### config.mk
export PLATFORM = sky130hd
export DESIGN_NAME = router_wdata
export DESIGN_NICKNAME = d
export VERILOG_FILES = /design/src/hw/router_pkg.sv /design/src/hw/router_wdata.sv
export SDC_FILE = /design/constraint.sdc
export NUM_CORES = 1
export LEC_CHECK = 0
export BUFFER_PORTS_ARGS = -buffer_cell sky130_fd_sc_hd__buf_2
export CAP_MARGIN = 25
export CORE_MARGIN = 10
export CORE_UTILIZATION = 32
export DETAILED_ROUTE_END_ITERATION = 10
export HOLD_SLACK_MARGIN = 0.06
export PLACE_DENSITY = 0.93
export SYNTH_ARGS = -nofsm -noshare
export SYNTH_HDL_FRONTEND = slang
export SYNTH_SLANG_ARGS = --single-unit
### constraint.sdc
create_clock -name clk -period 3.85 [get_ports clk]
set_input_delay 0.77 -clock clk [delete_from_list [all_inputs] [get_ports clk]]
set_output_delay 0.77 -clock clk [all_outputs]
set_load 0.1 [all_outputs]
### src/hw/router_pkg.sv
`default_nettype none

package router_pkg;

    // command and data widths
    localparam int ADDR = 32;
    localparam int LEN = 4;
    localparam int DATA = 32;

    // topology
    localparam int INPUTS = 2;
    localparam int INPUTSB = 1;
    localparam int OUTPUTS = 3;
    localparam int OUTPUTSB = 2;

    // routing record queue between command and data paths
    localparam int FIFO_DEPTH = 4;
    localparam int FIFO_PTRB = $clog2(FIFO_DEPTH);

    // address map, index 0 is slave 0
    localparam logic [OUTPUTS-1:0][ADDR-1:0] BASES = {
        32'h8000_0000,
        32'h4000_0000,
        32'h0000_0000
    };

    // offset bits kept when a command is forwarded
    localparam logic [OUTPUTS-1:0][ADDR-1:0] OFFSETS = {
        32'h7FFF_FFFF,
        32'h3FFF_FFFF,
        32'h3FFF_FFFF
    };

endpackage

`default_nettype wire

### src/hw/router_wdata.sv
`default_nettype none

module router_wdata (
    input  wire                                                      clk,
    input  wire                                                      rst,

    input  wire                                                      rec_valid,
    input  wire  [router_pkg::INPUTSB-1:0]                           rec_src,
    input  wire  [router_pkg::OUTPUTSB-1:0]                          rec_dst,
    input  wire  [router_pkg::LEN-1:0]                               rec_len,
    output logic                                                     rec_pop,

    input  wire  [router_pkg::INPUTS-1:0]                            wi_valid,
    output logic [router_pkg::INPUTS-1:0]                            wi_ready,
    input  wire  [router_pkg::INPUTS-1:0][router_pkg::DATA-1:0]      wi_data,

    output logic [router_pkg::OUTPUTS-1:0]                           wo_valid,
    input  wire  [router_pkg::OUTPUTS-1:0]                           wo_ready,
    output logic [router_pkg::OUTPUTS-1:0][router_pkg::DATA-1:0]     wo_data,
    output logic [router_pkg::OUTPUTS-1:0]                           wo_last
);

    logic [router_pkg::LEN-1:0] beat;
    logic src_valid;
    logic dst_ready;
    logic last_beat;
    logic beat_xfer;

    // selected pair, idle when no record is at the head
    assign src_valid = rec_valid && wi_valid[rec_src];
    assign dst_ready = rec_valid && wo_ready[rec_dst];
    assign last_beat = beat == rec_len;
    assign beat_xfer = src_valid && dst_ready;

    always_comb begin
        for (int i = 0; i < router_pkg::INPUTS; i++) begin
            wi_ready[i] = dst_ready && int'(rec_src) == i;
        end
    end

    always_comb begin
        for (int j = 0; j < router_pkg::OUTPUTS; j++) begin
            wo_valid[j] = src_valid && int'(rec_dst) == j;
            wo_last[j] = rec_valid && last_beat && int'(rec_dst) == j;
            wo_data[j] = wi_data[rec_src];
        end
    end

    // record retires with its last beat
    assign rec_pop = beat_xfer && last_beat;

    always_ff @(posedge clk) begin
        if (rst) begin
            beat <= '0;
        end else if (beat_xfer) begin
            if (last_beat) begin
                beat <= '0;
            end else begin
                beat <= beat + 1'b1;
            end
        end
    end

    // counter stays inside the burst at the head
    beat_in_range: assert property (@(posedge clk) disable iff (rst)
        rec_valid |-> beat <= rec_len)
        else $error("beat %0d past burst length %0d", beat, rec_len);

endmodule

`default_nettype wire

# After elaboration in Yosys (flattened, before gate mapping)
# Cells that the tools add are included.
word_totals:
  regBits: 4
  in_bits: 79
  output_inout_bits: 105
  word_cells: 29
op_classes:
  add_sub_neg: 1
  n_lt_le_gt_ge: 2
  n_eq_ne: 3
  mux: 7
  bitwise_logic: 1
  reduce_logical: 14
ops:
  columns: ["cell", "count"]
  rows:
  - ["32-bit two-way mux", 2]
  - ["1-bit logical AND", 13]
  - ["4-bit by 1-bit adder with 4-bit output (second input constant)", 1]
  - ["2-bit equality test (second input constant)", 2]
  - ["4-bit equality test", 1]
  - ["4-bit two-way mux", 1]
  - ["2-bit by 3-bit less-than comparator with 1-bit output (second input constant)", 1]
  - ["1-bit two-way mux", 3]
  - ["1-bit binary-select mux with 2-bit select", 1]
  - ["2-bit zero test", 1]
  - ["1-bit by 2-bit less-than comparator with 1-bit output (second input constant)", 1]
  - ["1-bit NOT", 1]

# Logic depth before layout (Yosys ltp)
logic_depth:
  depth_word: 5
  depth_mapped: 6

# Worst setup path after synthesis
# Ideal clock, no wire load.
synth_path:
  path_kind: "input -> output"
  start: "input rec_src"
  end: "output rec_pop"
  t_arrival_ns: 3.415
  t_required_ns: 3.080
  setup_slack_ns: -0.335
  stages: 5
  path_buffers: 2
  path_cell_list: "buf_4 -> mux2_1 -> nand2_1 -> buf_4 -> nor3_1"
synth_between:
  elab_chain_len: 5
synth_lines:
  columns: ["item", "line", "text"]
  rows:
  - ["from (decl)", "router_wdata.sv:8", "input wire [router_pkg::INPUTSB-1:0] rec_src,"]
  - ["1-bit two-way mux (implied by the code) (2 in a row)", "router_wdata.sv:30", "assign src_valid = rec_valid && wi_valid[rec_src];"]
  - ["1-bit logical AND", "router_wdata.sv:30", null]
  - ["1-bit logical AND", "router_wdata.sv:33", "assign beat_xfer = src_valid && dst_ready;"]
  - ["1-bit logical AND", "router_wdata.sv:50", "assign rec_pop = beat_xfer && last_beat;"]
  - ["to (decl)", "router_wdata.sv:11", "output logic rec_pop,"]
# Every way passes these cells. The select of a mux whose other input is x is not followed.

# Worst setup path after layout
# Same ends and word-level chain as after synthesis.

==> reports/qor.csv <==
stage,metric,value,unit
detailed_routing,dr.pass1.iters,4,
yosys,synth_fp_nets,226,
place,dp_hpwl,4840,um
clock_network,clock_latency,0.22,ns
global_route,grt_max_degree,21,
cells_and_area,fill_cells,368,
cells_and_area,layout-drive-gt1-share,86.4,%
sta,hold_viol_final,0,
yosys,synth_edf_count,0,
clock_network,clockBufferDepth,2,
detailed_routing,drt_iter0_drc,34,
clock_network,cts_max_level,1,
yosys,syn_inst,146,
setup_path,worstPathRequired,3.08,ns
cells_and_area,final_nets,346,
yosys,ys_types,29,
sta,maxSlewHeadroom,66.3,%
global_route,grt_use_met3,5.79,%
power_and_ir_drop,power.density,525,mW/mm^2
global_route,grt_pass1_vias,1581,
global_route,grt_util_met2,28.7,%
yosys,syn_area,0.00123,mm^2
cells_and_area,regArea,80.1,um^2
yosys,yosys_warnings,0,
die,ios,184,
setup_path,path_max_fanout,16,
global_route,grtUsageTotal,14.0,%
cells_and_area,final_cells,312,
clock_network,clock_sinks,4,
sta,max_slew.worst_pin.slew,0.508,ns
cells_and_area,multiInputGateArea,649,um^2
yosys,ys_seq_area_share,6.52,%
die,die_w,81.9,um
yosys,synthArstFlopShare,0,%
die,rows,22,
detailed_routing,avgRoutedWirePerCell,17.1,um
global_route,grt_overflow,0,
clock_network,cts.clk_slew.worst_paths,0.03,ns
clock_network,ctsHoldBuffers,0,
sta,finClkSkew,0.00190,ns
clock_network,cts_resized,0,
global_route,antenna_found_initial,0,
die,core,0.00369,mm^2
setup_path,start_kind,input pin,
run_status,status,completed,
worst_hold_path,min_path_type,reg -> reg,
yosys,ys_seq_elements,4,
cells_and_area,insertedDiodeCount,0,
die,dieArea,0.00671,mm^2
clock_network,cts_buffers,3,
setup_path,crit_type,in -> out,
cells_and_area,areaGrowthSynthToFinish,43.8,%
setup_path,rrSetupSlack,2.43,ns
clock_network,postCtsSetupBuffers,0,
power_and_ir_drop,leakage,1.01,nW
sta,setup_viol,0,
sta,rsz0062_at_grt,false,
global_route,gr-usage-met1,12.3,%
place,place_congestion,0.774,
sta,finalSetupTns,0,ns
cells_and_area,top_regs,beat (4),
cells_and_area,largest_register_ffs,4,
detailed_routing,drcViolationCount,0,
die,initial_core_util,33.3,%
cells_and_area,regMostFlops,beat,
clock_network,cts_tree,done,
yosys,synth_ff_type,dfxtp_1,
clock_network,cts_root_buf,clkbuf_8,
sta,fmax,0.335,GHz
sta,min_period_over_period,77.6,%
setup_path,cp.arrival,2.22,ns
job,maxCapViolations,0,
place,portBuffers,183,
global_route,grt_busiest_layer,met2,
detailed_routing,vias_per_cell,4.44,
power_and_ir_drop,irDropWorstVdd,0.000464,V
place,dp_cells,309,
sta,slew_viol_final,0,
detailed_routing,antenna_left,0,
detailed_routing,wirelength,5340,um
yosys,syn_avg_cell_area,8.41,um^2
global_route,grt_pass1_wl,7540,um
sta,period_needed,2.99,ns
detailed_routing,num_vias,1386,
setup_path,crit_path_end_kind,output port,
die,die_y,81.9,um
==> where the power goes <==
part | internal, mW | total, mW | switching [mW]
clock network | 0.0666 | 0.0878 | 0.0212
registers | 0.0424 | 0.0433 | 0.000896
logic | 0.113 | 0.796 | 0.683
==> placed cells by master, fill, tap and decap left out, types with 2 or more instances in the layout <==
cell type  netlist  final
a21oi_1          3      3
buf_2            0    183
clkbuf_8         0      3
dfxtp_1          4      4
inv_1            3      3
mux2_2          32     32
nand4_1          2      2
nor2_1           4      4
nor3_2           0      4
o21ai_0          2      2
o31ai_1          2      2
xnor2_1          4      4
==> per-stage QoR <==
stage / instance area [um^2] / total power, mW / utilization [%] / hold slack [ns] / worst slack [ns]
after CTS: 1770 / 0.932 / 47.9 / 0.530 / 0.828
final: 1770 / 0.927 / 47.9 / 0.531 / 0.861
after global routing: 1770 / 0.950 / 47.9 / 0.560 / 0.701
after global placement: 1720 / 0.837 / 46.7 / 0.498 / 0.906
after floorplan: 1250 / 0.788 / - / 0.477 / 0.420
after detailed placement: 1720 / 0.843 / 46.7 / 0.512 / 0.831
==> worst paths after layout <==
check / startpoint / end / cells after the start
max: rec_src / rec_pop / 5
min: beat[2]$_SDFFE_PP0P_ / beat[2]$_SDFFE_PP0P_ / 2
max reg2reg: beat[0]$_SDFFE_PP0P_ / beat[1]$_SDFFE_PP0P_ / 4
min reg2reg: beat[2]$_SDFFE_PP0P_ / beat[2]$_SDFFE_PP0P_ / 2
==> critical path: stages <==
cell and delay, ns:
buf_2 0.33, mux2_1 0.22, nand2_1 0.23, nor3_2 0.22, buf_2 0.45
==> area by class of cell <==
class                      instances  area share (%)
timing repair buffer             184            52.3
multi-input combinational         70            36.8
sequential                         4            4.54
tap                               48            3.40
clock buffer                       3            2.34
inverter                           3           0.638
==> cell families (layout without fill, tap and decap cells) <==
group,count (synthesis),in the layout,synth area share [%]
buffers and inverters,72,190,42.2
flip-flops,4,4,6.52
adder cells (fa/ha/maj),1,1,1.02
XOR/XNOR,4,4,2.85
AND/OR/NAND/NOR,20,20,9.38
multiplexers,34,34,31.1
AO/OA/AOI/OAI,11,11,6.93
==> synthesized netlist by cell type, types with 2 or more instances <==
cell type  instances  share of area (%)
dfxtp_1            4                6.5
nor2_1             4                1.2
o31ai_1            2                1.2
inv_1              3               0.92
clkbuf_1           3               0.92
a21oi_1            3                1.2
nand4_1            2                1.0
mux2_2            32                 29
buf_4             66                 40
o21ai_0            2               0.82
nor3_1             4                1.6
xnor2_1            4                2.9
==> metal layers <==
| metal | part of all wire (%) | routed length, um |
|---|---|---|
| met5 | 0 | 0 |
| met4 | 1.2 | 62 |
| met3 | 9.9 | 530 |
| met2 | 58 | 3120 |
| met1 | 30 | 1630 |
(Power assumes the default switching activity.)
