**src/hw/router_pkg.sv**
```systemverilog
`default_nettype none

package router_pkg;

    // command and data widths
    localparam int ADDR = 32;
    localparam int LEN = 4;
    localparam int DATA = 32;

    // topology
    localparam int INPUTS = 2;
    localparam int INPUTSB = 1;
    localparam int OUTPUTS = 3;
    localparam int OUTPUTSB = 2;

    // routing record queue between command and data paths
    localparam int FIFO_DEPTH = 4;
    localparam int FIFO_PTRB = $clog2(FIFO_DEPTH);

    // address map, index 0 is slave 0
    localparam logic [OUTPUTS-1:0][ADDR-1:0] BASES = {
        32'h8000_0000,
        32'h4000_0000,
        32'h0000_0000
    };

    // offset bits kept when a command is forwarded
    localparam logic [OUTPUTS-1:0][ADDR-1:0] OFFSETS = {
        32'h7FFF_FFFF,
        32'h3FFF_FFFF,
        32'h3FFF_FFFF
    };

endpackage

`default_nettype wire

```
**src/hw/command_fifo.sv**
```systemverilog
`default_nettype none

module command_fifo (
    input  wire                              clk,
    input  wire                              rst,
    input  wire                              push,
    input  wire  [router_pkg::INPUTSB-1:0]   push_src,
    input  wire  [router_pkg::OUTPUTSB-1:0]  push_dst,
    input  wire  [router_pkg::LEN-1:0]       push_len,
    output logic                             full,
    output logic                             rec_valid,
    output logic [router_pkg::INPUTSB-1:0]   rec_src,
    output logic [router_pkg::OUTPUTSB-1:0]  rec_dst,
    output logic [router_pkg::LEN-1:0]       rec_len,
    input  wire                              pop
);

    logic [router_pkg::INPUTSB-1:0]  src_mem [router_pkg::FIFO_DEPTH];
    logic [router_pkg::OUTPUTSB-1:0] dst_mem [router_pkg::FIFO_DEPTH];
    logic [router_pkg::LEN-1:0]      len_mem [router_pkg::FIFO_DEPTH];

    logic [router_pkg::FIFO_PTRB-1:0] wr_ptr;
    logic [router_pkg::FIFO_PTRB-1:0] rd_ptr;
    logic [router_pkg::FIFO_PTRB:0]   count;

    // depth is a power of two, so the top count bit means full
    assign full = count[router_pkg::FIFO_PTRB];
    assign rec_valid = count != '0;

    assign rec_src = src_mem[rd_ptr];
    assign rec_dst = dst_mem[rd_ptr];
    assign rec_len = len_mem[rd_ptr];

    always_ff @(posedge clk) begin
        if (push) begin
            src_mem[wr_ptr] <= push_src;
            dst_mem[wr_ptr] <= push_dst;
            len_mem[wr_ptr] <= push_len;
        end
    end

    always_ff @(posedge clk) begin
        if (rst) begin
            wr_ptr <= '0;
            rd_ptr <= '0;
            count <= '0;
        end else begin
            if (push) begin
                wr_ptr <= wr_ptr + 1'b1;
            end
            if (pop) begin
                rd_ptr <= rd_ptr + 1'b1;
            end
            if (push && !pop) begin
                count <= count + 1'b1;
            end else if (pop && !push) begin
                count <= count - 1'b1;
            end
        end
    end

    no_overflow: assert property (@(posedge clk) disable iff (rst) push |-> !full)
        else $error("push into full command FIFO");

    no_underflow: assert property (@(posedge clk) disable iff (rst) pop |-> rec_valid)
        else $error("pop from empty command FIFO");

endmodule

`default_nettype wire

```
**config.mk**
```make
export PLATFORM = sky130hd
export DESIGN_NAME = command_fifo
export DESIGN_NICKNAME = d
export VERILOG_FILES = /design/src/hw/router_pkg.sv /design/src/hw/command_fifo.sv
export SDC_FILE = /design/constraint.sdc
export NUM_CORES = 1
export LEC_CHECK = 0
export BUFFER_PORTS_ARGS = -buffer_cell sky130_fd_sc_hd__buf_2
export CORE_MARGIN = 8
export CORE_UTILIZATION = 25
export CTS_CLUSTER_SIZE = 25
export DETAILED_ROUTE_END_ITERATION = 6
export PLACE_DENSITY_LB_ADDON = 0.08
export SLEW_MARGIN = 25
export SYNTH_ARGS = -nofsm -noshare
export SYNTH_HDL_FRONTEND = slang
export SYNTH_SLANG_ARGS = --single-unit
```
**constraint.sdc**
```tcl
create_clock -name clk -period 1.7 [get_ports clk]
set_input_delay 0.51 -clock clk [delete_from_list [all_inputs] [get_ports clk]]
set_output_delay 0.51 -clock clk [all_outputs]
set_load 0.005 [all_outputs]
```
# --- Yosys cells after proc, flatten, opt, wreduce, memory -nomap -nowiden ---
# Memories as Yosys holds them, arrays and structs flattened. A register that Yosys moved wholly into a read port is not among the register bits.
# Index checks and enable logic that the tools add are counted.
word_totals:
  out_inout_bits: 9
  in_bits: 11
  ram_bits: 28
  regBits: 7
  mem_count: 3
  elab_cells: 26
classes:
  n_reduce_logical: 6
  addsub: 4
  muxes: 10
mem_list:
  columns: ["name", "depth", "width", "rd", "rd_clocked_by_memory_dff", "write_ports", "line", "text"]
  rows:
  - ["len_mem", 4, 4, 1, 1, 1, "command_fifo.sv:20", "logic [router_pkg::LEN-1:0] len_mem [router_pkg::FIFO_DEPTH];"]
  - ["dst_mem", 4, 2, 1, 1, 1, "command_fifo.sv:19", "logic [router_pkg::OUTPUTSB-1:0] dst_mem [router_pkg::FIFO_DEPTH];"]
  - ["src_mem", 4, 1, 1, 1, 1, "command_fifo.sv:18", "logic [router_pkg::INPUTSB-1:0] src_mem [router_pkg::FIFO_DEPTH];"]
op_table:
  columns: ["op", "count"]
  rows:
  - ["$mux 2", 6]
  - ["$mux 3", 2]
  - ["$add 2x1->2 const B", 2]
  - ["$add 3x1->3 const B", 1]
  - ["$reduce_bool 3->1", 1]
  - ["$sub 3x1->3 const B", 1]
  - ["$logic_and 1x1->1", 2]
  - ["$logic_not 1->1", 2]
  - ["$mux 1", 2]
  - ["$reduce_bool 2->1", 1]

# --- Depth between registers and ports, before layout ---
# Gate-level depths: netlist of run 1.
depth:
  depth_word: 4
  depth_mapped: 7
  mapped_depth_nobuf: 7

# --- Least setup slack after synthesis of run 1 ---
# OpenSTA, ideal clock, no wires.
synth_path:
  path_type: "input port to flip-flop"
  startpoint: "input port pop"
  endpoint: "register count[2] (netlist bit)"
  setup_time_ps: 70
  arrival_time_ps: 1681
  required_time_ps: 1630
  cell_stages: 7
  path_buffers: 0
  path_slack_ps: -51
  cell_sequence: "inv_1 > ha_1 > inv_1 > fa_1 > xor2_1 > or3_1 > a21oi_1"
synth_between:
  elab_chain_cells: 3
  word_cells_on_any_way: 5
  classes_between: "mux: 1; reduce/logical: 4"
synth_rtl:
  columns: ["element", "line", "text"]
  rows:
  - ["start: declaration", "command_fifo.sv:15", "input wire pop"]
  - ["$logic_not 1->1", "command_fifo.sv:54", "if (push && !pop) begin"]
  - ["$logic_and 1x1->1", "command_fifo.sv:54", null]
  - ["$mux 3 / $reduce_bool 2->1 (equally long branches)", null, null]
  - ["end signal: assignment", "command_fifo.sv:55", "count <= count + 1'b1;"]
  - ["end signal: assignment", "command_fifo.sv:57", "count <= count - 1'b1;"]
  - ["end: declaration", "command_fifo.sv:24", "logic [router_pkg::FIFO_PTRB:0] count;"]
# Parallel ways exist; a longest one is shown, timed or not.
# A chain may end at the register's enable or synchronous reset.

==> results of run 1 <==
## area by class of cell
type,instances,area [sq um]
tap,72,90.09
timing repair buffer,28,181.4
fill,577,3751
multi-input combinational,36,386.6
clock buffer,5,68.82
sequential,37,1022
clock inverter,3,25.02
inverter,4,15.01
## stage by stage
step | setup WS [ps] | instances
after floorplan | -2.440 | 80
after global placement | -131.4 | 177
after detailed placement | -183.5 | 177
after CTS | -252.0 | 185
after global routing | -277.9 | 185
final | -221.7 | 185
## sequential cells by signal, summed over array words and instances (netlist names), named ones only
register / flops
count: 3
dst_mem: 8
len_mem: 16
rd_ptr: 2
src_mem: 4
wr_ptr: 2
## how the worst max path moves through the flow
stage,startpoint,to,slack (ps),depth (start not counted)
CTS,register,rec_len[3],-250,3
floorplan,pop,count[2]$_SDFFE_PP0P_,-2,7
detailed placement,pop,count[2]$_SDFFE_PP0P_,-180,8
finish,register,rec_len[2],-220,3
global placement,pop,count[2]$_SDFFE_PP0P_,-130,8
global route,register,rec_len[3],-280,3
## worst max-delay path, cell delays in order, from the launching register on
cell	delay, ps
sky130_fd_sc_hd__dfxtp_2	350
sky130_fd_sc_hd__buf_12	130
sky130_fd_sc_hd__mux4_2	500
sky130_fd_sc_hd__buf_2	140
## synthesized netlist by cell type
cell	instances
sky130_fd_sc_hd__a21oi_1	1
sky130_fd_sc_hd__and2_1	4
sky130_fd_sc_hd__buf_6	1
sky130_fd_sc_hd__clkbuf_1	1
sky130_fd_sc_hd__clkbuf_2	1
sky130_fd_sc_hd__dfxtp_1	9
sky130_fd_sc_hd__edfxtp_1	28
sky130_fd_sc_hd__fa_1	1
sky130_fd_sc_hd__ha_1	5
sky130_fd_sc_hd__inv_1	4
sky130_fd_sc_hd__mux2i_1	2
sky130_fd_sc_hd__mux4_2	7
sky130_fd_sc_hd__nand2_1	1
sky130_fd_sc_hd__nor2_1	7
sky130_fd_sc_hd__o21ai_0	1
sky130_fd_sc_hd__or3_1	2
sky130_fd_sc_hd__xnor2_1	2
sky130_fd_sc_hd__xor2_1	3
## cells by family after synthesis
group                      after synthesis  synth area share
buffers and inverters                    7           0.02436
DFF                                     37            0.7102
xor gates and xnor gates                 5           0.03047
adders and majority gates                6           0.05744
and+or+nand+nor                         14           0.04699
muxes                                    9            0.1236
AOI/OAI and AO/OA                        2          0.006956
## power by group
group	switching [mW]	internal, mW	total [mW]
logic	0.113	0.142	0.255
registers	0.0293	1.03	1.06
clock network	0.332	0.296	0.628
## layer usage
layer | vias up | share of wire
met3 | 4 | 0.045
met1 | 345 | 0.44
li1 | 355 | -
met4 | 0 | 0.018
met2 | 13 | 0.50
met5 | - | 0
==> results, run 1 <==
- The max-cap violation count is 0.
- Yosys printed 0 warnings.
- The worst flop-to-flop path startpoint is count[0]$_SDFFE_PP0P_.
- Once detail routing completed, the nets flagged for antenna violations numbered 0.
- The worst hold path terminates at len_mem[0][1]$_DFFE_PP_.
- Global routing finished with a remaining overflow of 0.
- The routability congestion estimate from global placement is 0.6738.
- In this run the cell area of the synthesized design comes to 1438 sq um.
- In the global route stage, met2 resource usage came out at 0.1092.
- Of all nets on the critical path, the largest fanout is 6.
- By area the synthesized netlist is led by sky130_fd_sc_hd__edfxtp_1 58%, sky130_fd_sc_hd__dfxtp_1 13%, sky130_fd_sc_hd__mux4_2 11%, sky130_fd_sc_hd__ha_1 4.4%, sky130_fd_sc_hd__nor2_1 1.8%.
- The HPWL after detailed placement is 1.812 mm.
- Data arrives at the worst endpoint at 1410 ps.
- The clock transition time at the flip-flop clock pins of the worst setup and hold paths is 80 ps.
- For the worst setup path, the data required time is 1190 ps.
- The clock network latency to the later pin of the worst-skew pair is 290 ps.
- The width of the die is 91.83 um.
- The detail-routed via count per cell is 3.876.
- The first-pass GRT wire length is 4.257 mm.
- The highest ir drop seen on vdd is 240.9 uV.
- The critical path is of the reg2out type.
- The post-route minimum period is 1922 ps.
- The share of the synthesized area in the top cell type is 0.5849.
- The number of design rule violations left after detail routing is 0.
- The floorplan step defined a core boundary enclosing 5540 sq um.
- In this run the deepest clock path goes through 2 buffers.
- After the last flow step, the layout net total stands at 129.
- Setup repair after global routing could not meet its margin everywhere.
- Summing all placed instances gives a cell area of 1688 sq um.
- The number of distinct standard cells referenced by the synthesized netlist is 18.
- The post-synthesis cell count is 80.
- The worst-margin pin slew is 178.0 ps.
- The initial cell density of the core is 0.2595.
- Based on the critical path, the design can be clocked at up to 520.4 MHz.
- The final reports fail on setup timing.
- In this run, CTS created clock tree buffers numbering 5.
- Leaving out fill and tap cells, the most frequent cell in the layout is sky130_fd_sc_hd__edfxtp_1.
- The startpoint type of the worst setup path is a register.
- The number of pins with negative max-slew slack in the final report is 0.
- The global-route met3 utilization is 0.03178.
- A synthesized cell averages 17.97 sq um.
- The via total after detailed routing is 717.
- CTS placed an instance of sky130_fd_sc_hd__clkbuf_8 at the clock tree root.
- The hold violation count in the final report came to 0.
- The share of the Yosys chip area taken by registers is 0.7102.
- For this design, the CTS-stage hold fixing added 0 buffers.
- The H-tree generated during clock tree synthesis spans 2 levels.
- Leaving out fill and tap cells, the most frequent cells in the layout are 28 x sky130_fd_sc_hd__edfxtp_1, 18 x sky130_fd_sc_hd__buf_2, 8 x sky130_fd_sc_hd__dfxtp_1, 8 x sky130_fd_sc_hd__buf_4.
- The initial antenna violation count came to 0.
- The met1 routing resource usage after global routing is 0.07624.
- The number of nets in the synthesized netlist is 97.
- The TritonCTS clock tree is built.
- In this run the tool buffered the top-level ports with 19 buffer cells.
- The setup slack on the worst flop-to-flop path is 320 ps.
- The worst setup path is captured at a primary output.
- In this run the core area contains 27 standard-cell rows.
- The worst hold path startpoint is push_len[1].
- The design draws 1.942 mW.
- In the final layout, the share of cells above drive strength 1 is 0.4071.
- The die outline area is 8433 sq um.
- The worst register-to-register path has a depth of 4.
- The number of antenna diodes in the final layout is 0.
- The total power per unit cell area is 1086 nW/um^2.
- The detailed-router iteration count before antenna repair is 4.
- The post-layout worst setup margin is -221.7 ps.
- The analysis attributes to cell leakage a power of 0.6637 nW.
- The number of post-CTS setup repair buffers is 0.
- Dividing the detail-routed wire length by the instance count gives 13.85 um.
- The count of state elements after synthesis is 37.
- The final core area utilization is 0.3229.
- The critical register-to-register path endpoint is count[2]$_SDFFE_PP0P_.
- The number of clock sinks is 37.
- The synthesized design spends more area on one cell type than any other, namely sky130_fd_sc_hd__edfxtp_1.
- The class of the most critical hold timing path is in2reg.
- In this run the tightest slew margin relative to its limit is 0.8805.
- The flow ran to the end, but the final reports show violations.
- For the final routed database, the setup TNS stands at -1394 ps.
- After global routing, the most crowded layer is met2.
- The vertical extent of the die is 91.83 um.
- The total wire length after detailed routing is 2.562 mm.
- The via count of the first global-routing pass is 812.
- Gates resized during post-CTS repair numbered 1.
- The detailed router finished its first iteration with 21 violations.
- Across all hold checks on the routed design, the worst slack comes to 430.7 ps.
- The signed area change from the synthesized netlist to the final layout is 24.46%.
- The final worst-path cycle share is 1.130.
- The finished cells cover 1789 sq um.
- The final count of negative-setup-slack endpoints is 7.
- The worst-case clock skew is 6.209 ps.
- The total global routing track utilization is 0.06900.
- Entering global routing, the biggest net connects 15 pins.
- Counting instances, the worst hold path has a depth of 1.
- For this design the top-level I/O count stands at 20.
(Power assumes the default switching activity.)
==> inputs of run 2 (changes only) <==
--- a/config.mk
+++ b/config.mk
@@ -7,7 +7,7 @@
 export LEC_CHECK = 0
 export BUFFER_PORTS_ARGS = -buffer_cell sky130_fd_sc_hd__buf_2
 export CORE_MARGIN = 8
-export CORE_UTILIZATION = 25
+export CORE_UTILIZATION = 40
 export CTS_CLUSTER_SIZE = 25
 export DETAILED_ROUTE_END_ITERATION = 6
 export PLACE_DENSITY_LB_ADDON = 0.08
==> results, run 2 (synthesized netlist as in run 1, its figures left out) <==
- The classification of the worst setup path is reg2out.
- The clock network latency to the later pin of the worst-skew pair is 330 ps (+40 ps).
- The global-route congestion overflow total was 0 (unchanged).
- The maximum clock path buffer count is 2 (unchanged).
- The largest registers in the layout are len_mem (16), dst_mem (8), src_mem (4).
- The die outline area came to 5768 sq um (-32%).
- The number of pins with negative max-slew slack in the final report is 0 (unchanged).
- The number of routed nets with antenna violations was 0 (unchanged).
- The final worst-path cycle share was 1.159 (+0.02815).
- The number of port buffers came to 19 (unchanged).
- The worst-case clock skew is 6.747 ps (+0.5382 ps).
- The maximum operating frequency was 507.7 MHz (-2.4%).
- The setup slack on the worst flop-to-flop path came to 250 ps (-70 ps).
- The final core area utilization is 0.5046 (+0.1817).
- The number of ports placed on the die boundary is 20 (unchanged).
- The vertical extent of the die is 75.95 um (-17%).
- The clock transition time at the flip-flop clock pins of the worst setup and hold paths is 110 ps (+30 ps).
- The final count of negative-setup-slack endpoints is 7 (unchanged).
- The final reports fail on setup timing.
- The part of the power in registers was 0.607 (+0.061).
- The number of cells traversed by the worst register-to-register path is 5 (+1).
- The ratio of cells with drive above 1 in the final layout is 0.4054 (-0.001674).
- The detail-routed via count per cell is 4.726 (+22%).
- The number of flip-flops under the largest register name is 16 (unchanged).
- The worst hold path terminates at src_mem[2]$_DFFE_PP_.
- The routability congestion estimate from global placement is 0.6504 (-3.5%).
- The number of buffers added by the clock tree synthesis step was 5 (unchanged).
- The total global routing track utilization came to 0.09012 (+0.02112).
- The tree is rooted in a sky130_fd_sc_hd__clkbuf_4.
- The fill cell instance count of the final layout is 303 (-47%).
- From synthesis to final layout, the design area changed by 18.97%.
- In the layout the commonest cells are 28 x sky130_fd_sc_hd__edfxtp_1, 19 x sky130_fd_sc_hd__buf_2, 7 x sky130_fd_sc_hd__mux4_2, 7 x sky130_fd_sc_hd__nor2_1, 6 x sky130_fd_sc_hd__dfxtp_1.
- The first-pass GRT wire length is 4.064 mm (-4.5%).
- The register with the most flip-flops is len_mem.
- The width of the die was 75.95 um (-17%).
- The post-detailed-placement half-perimeter wirelength was 1.701 mm (-6.1%).
- The part of the power in combinational logic is 0.149 (+0.018).
- The net switching component of the power was 412.2 uW (-13%).
- The number of design rule violations left after detail routing is 0 (unchanged).
- The run finished, with violations left.
- The startpoint type of the worst setup path is a register.
- The leakage power was 0.6420 nW (-3.3%).
- The number of placement rows is 21 (-22%).
- The pin count of the biggest net entering global routing was 12 (-3).
- The number of clock sinks came to 37 (unchanged).
- The max-cap violation count is 0 (unchanged).
- The area of the core is 3390 sq um (-39%).
- The final standard cell area without fillers is 1710 sq um (-4.4%).
- Setup repair after global routing could not meet its margin everywhere.
- The post-detailed-route wirelength per cell came to 15.17 um (+9.6%).
- The worst slew slack as a fraction of its limit is 0.7438 (-0.1367).
- The antenna diode count is 0 (unchanged).
- Leaving out fill and tap cells, the most frequent cell in the layout is sky130_fd_sc_hd__edfxtp_1.
- The initial antenna violation count is 0 (unchanged).
- The detailed-router iteration count before antenna repair is 4 (unchanged).
- The startpoint identified for the worst register-to-register timing path is count[1]$_SDFFE_PP0P_.
- The clock network fraction of total power is 0.245 (-0.078).
- The total wire length after detailed routing is 2.382 mm (-7.0%).
- The highest ir drop seen on vdd is 612.1 uV (+150%).
- In this run the worst hold path is classified as in2reg.
- The worst hold path startpoint is push_src.
- The post-layout worst setup margin is -269.5 ps (-47.85 ps).
- The switching share of total power came to 0.2360 (-0.008139).
- The initial cell density of the core is 0.4241 (+0.1647).
- The hold violation count in the final report was 0 (unchanged).
- The via count of the first global-routing pass is 836 (+3.0%).
- The required time of the critical path is 1190 ps (about the same).
- The via total after detailed routing was 742 (+3.5%).
- The highest fanout seen on the critical path came to 7 (+1).
- In this run the critical register-to-register path is captured at count[2]$_SDFFE_PP0P_.
- The violation count after the first detailed-routing iteration is 77 (+270%).
- The post-route minimum period is 1970 ps (+47.85 ps).
- The worst-margin pin slew is 384.3 ps (+206.3 ps).
- The endpoint class of the critical path is a primary output.
- The final net count came to 127 (-1.6%).
- TritonCTS built the clock tree.
- The placement-stage cell area came to 1638 sq um (-3.0%).
- The cell-internal power is 1.334 mW (-9.1%).
- The deepest level of the CTS H-tree is 2 (unchanged).
- The critical path data arrival time was 1460 ps (+50 ps).
- The total power per unit cell area is 1021 nW/um^2 (-5.9%).
- The number of cells on the worst hold path is 1 (unchanged).
[run 2: cell types whose count changed in the layout (fill, tap and decap cells not counted), moves of 2 or more]
cell                       previous run  this run
sky130_fd_sc_hd__dfxtp_1              8         6
sky130_fd_sc_hd__clkbuf_4             0         5
sky130_fd_sc_hd__clkbuf_8             5         0
sky130_fd_sc_hd__clkinv_2             0         2
sky130_fd_sc_hd__buf_4                8         5
[run 2: final cells by class]
cell class,count,area (sq um),area share
inverters,4,15.01,0.008778
repair buffers,26,172.7,0.1010
flip-flops and latches,37,1027,0.6006
clock inverters,2,10.01,0.005852
well taps,46,57.56,0.03365
multi-input cells,36,386.6,0.2260
clock buffers,6,41.29,0.02414
[run 2: layer usage]
| layer | GRT usage | up-vias | part of all wire |
|---|---|---|---|
| met2 | 0.1482 | 19 | 0.51 |
| li1 | - | 352 | - |
| met1 | 0.09476 | 362 | 0.41 |
| met3 | 0.03302 | 9 | 0.054 |
| met5 | 0 | - | 0 |
| met4 | 0.05882 | 0 | 0.024 |
[run 2: worst max path at each step]
stage | start | end | slack [ps]
2_1_floorplan | pop | count[2]$_SDFFE_PP0P_ | -2
3_3_place_gp | pop | count[2]$_SDFFE_PP0P_ | -120
3_5_place_dp | pop | count[2]$_SDFFE_PP0P_ | -180
4_1_cts | register | rec_len[1] | -300
5_1_grt | register | rec_len[1] | -340
6_report | register | rec_len[0] | -270
[run 2: critical path: stages (launching register included)]
cell and delay [ps]:
sky130_fd_sc_hd__dfxtp_2 350, sky130_fd_sc_hd__buf_12 130, sky130_fd_sc_hd__mux4_2 500, sky130_fd_sc_hd__buf_2 150
[run 2: per-stage QoR]
stage	setup TNS [ps]	worst slack, ps	power, mW	instances	hold WS (ps)
after floorplan	-2.440	-2.440	1.221	80	484.7
after global placement	-118.8	-118.8	1.319	147	479.0
after detailed placement	-181.6	-181.6	1.331	147	509.7
after CTS	-1988	-301.2	1.773	156	371.0
after global routing	-2265	-339.5	1.846	157	373.8
final	-1749	-269.5	1.747	157	388.8
[run 2: timing repair]
action | CTS | global route
endpoints found under the setup margin | 8 | 8
setup buffers | 1 | 1
hold buffers | 0 | 0
endpoints found under the hold margin | 0 | 0
gates resized for setup | 3 | 1
[run 2: power by group through the flow]
stage                     Sequential [mW]  Clock [mW]  Combinational, mW
after floorplan                      1.07           0              0.148
after global placement               1.08           0              0.241
after detailed placement             1.08           0              0.249
after CTS                            1.06       0.451              0.261
after global routing                 1.07       0.489              0.291
final                                1.06       0.427              0.260
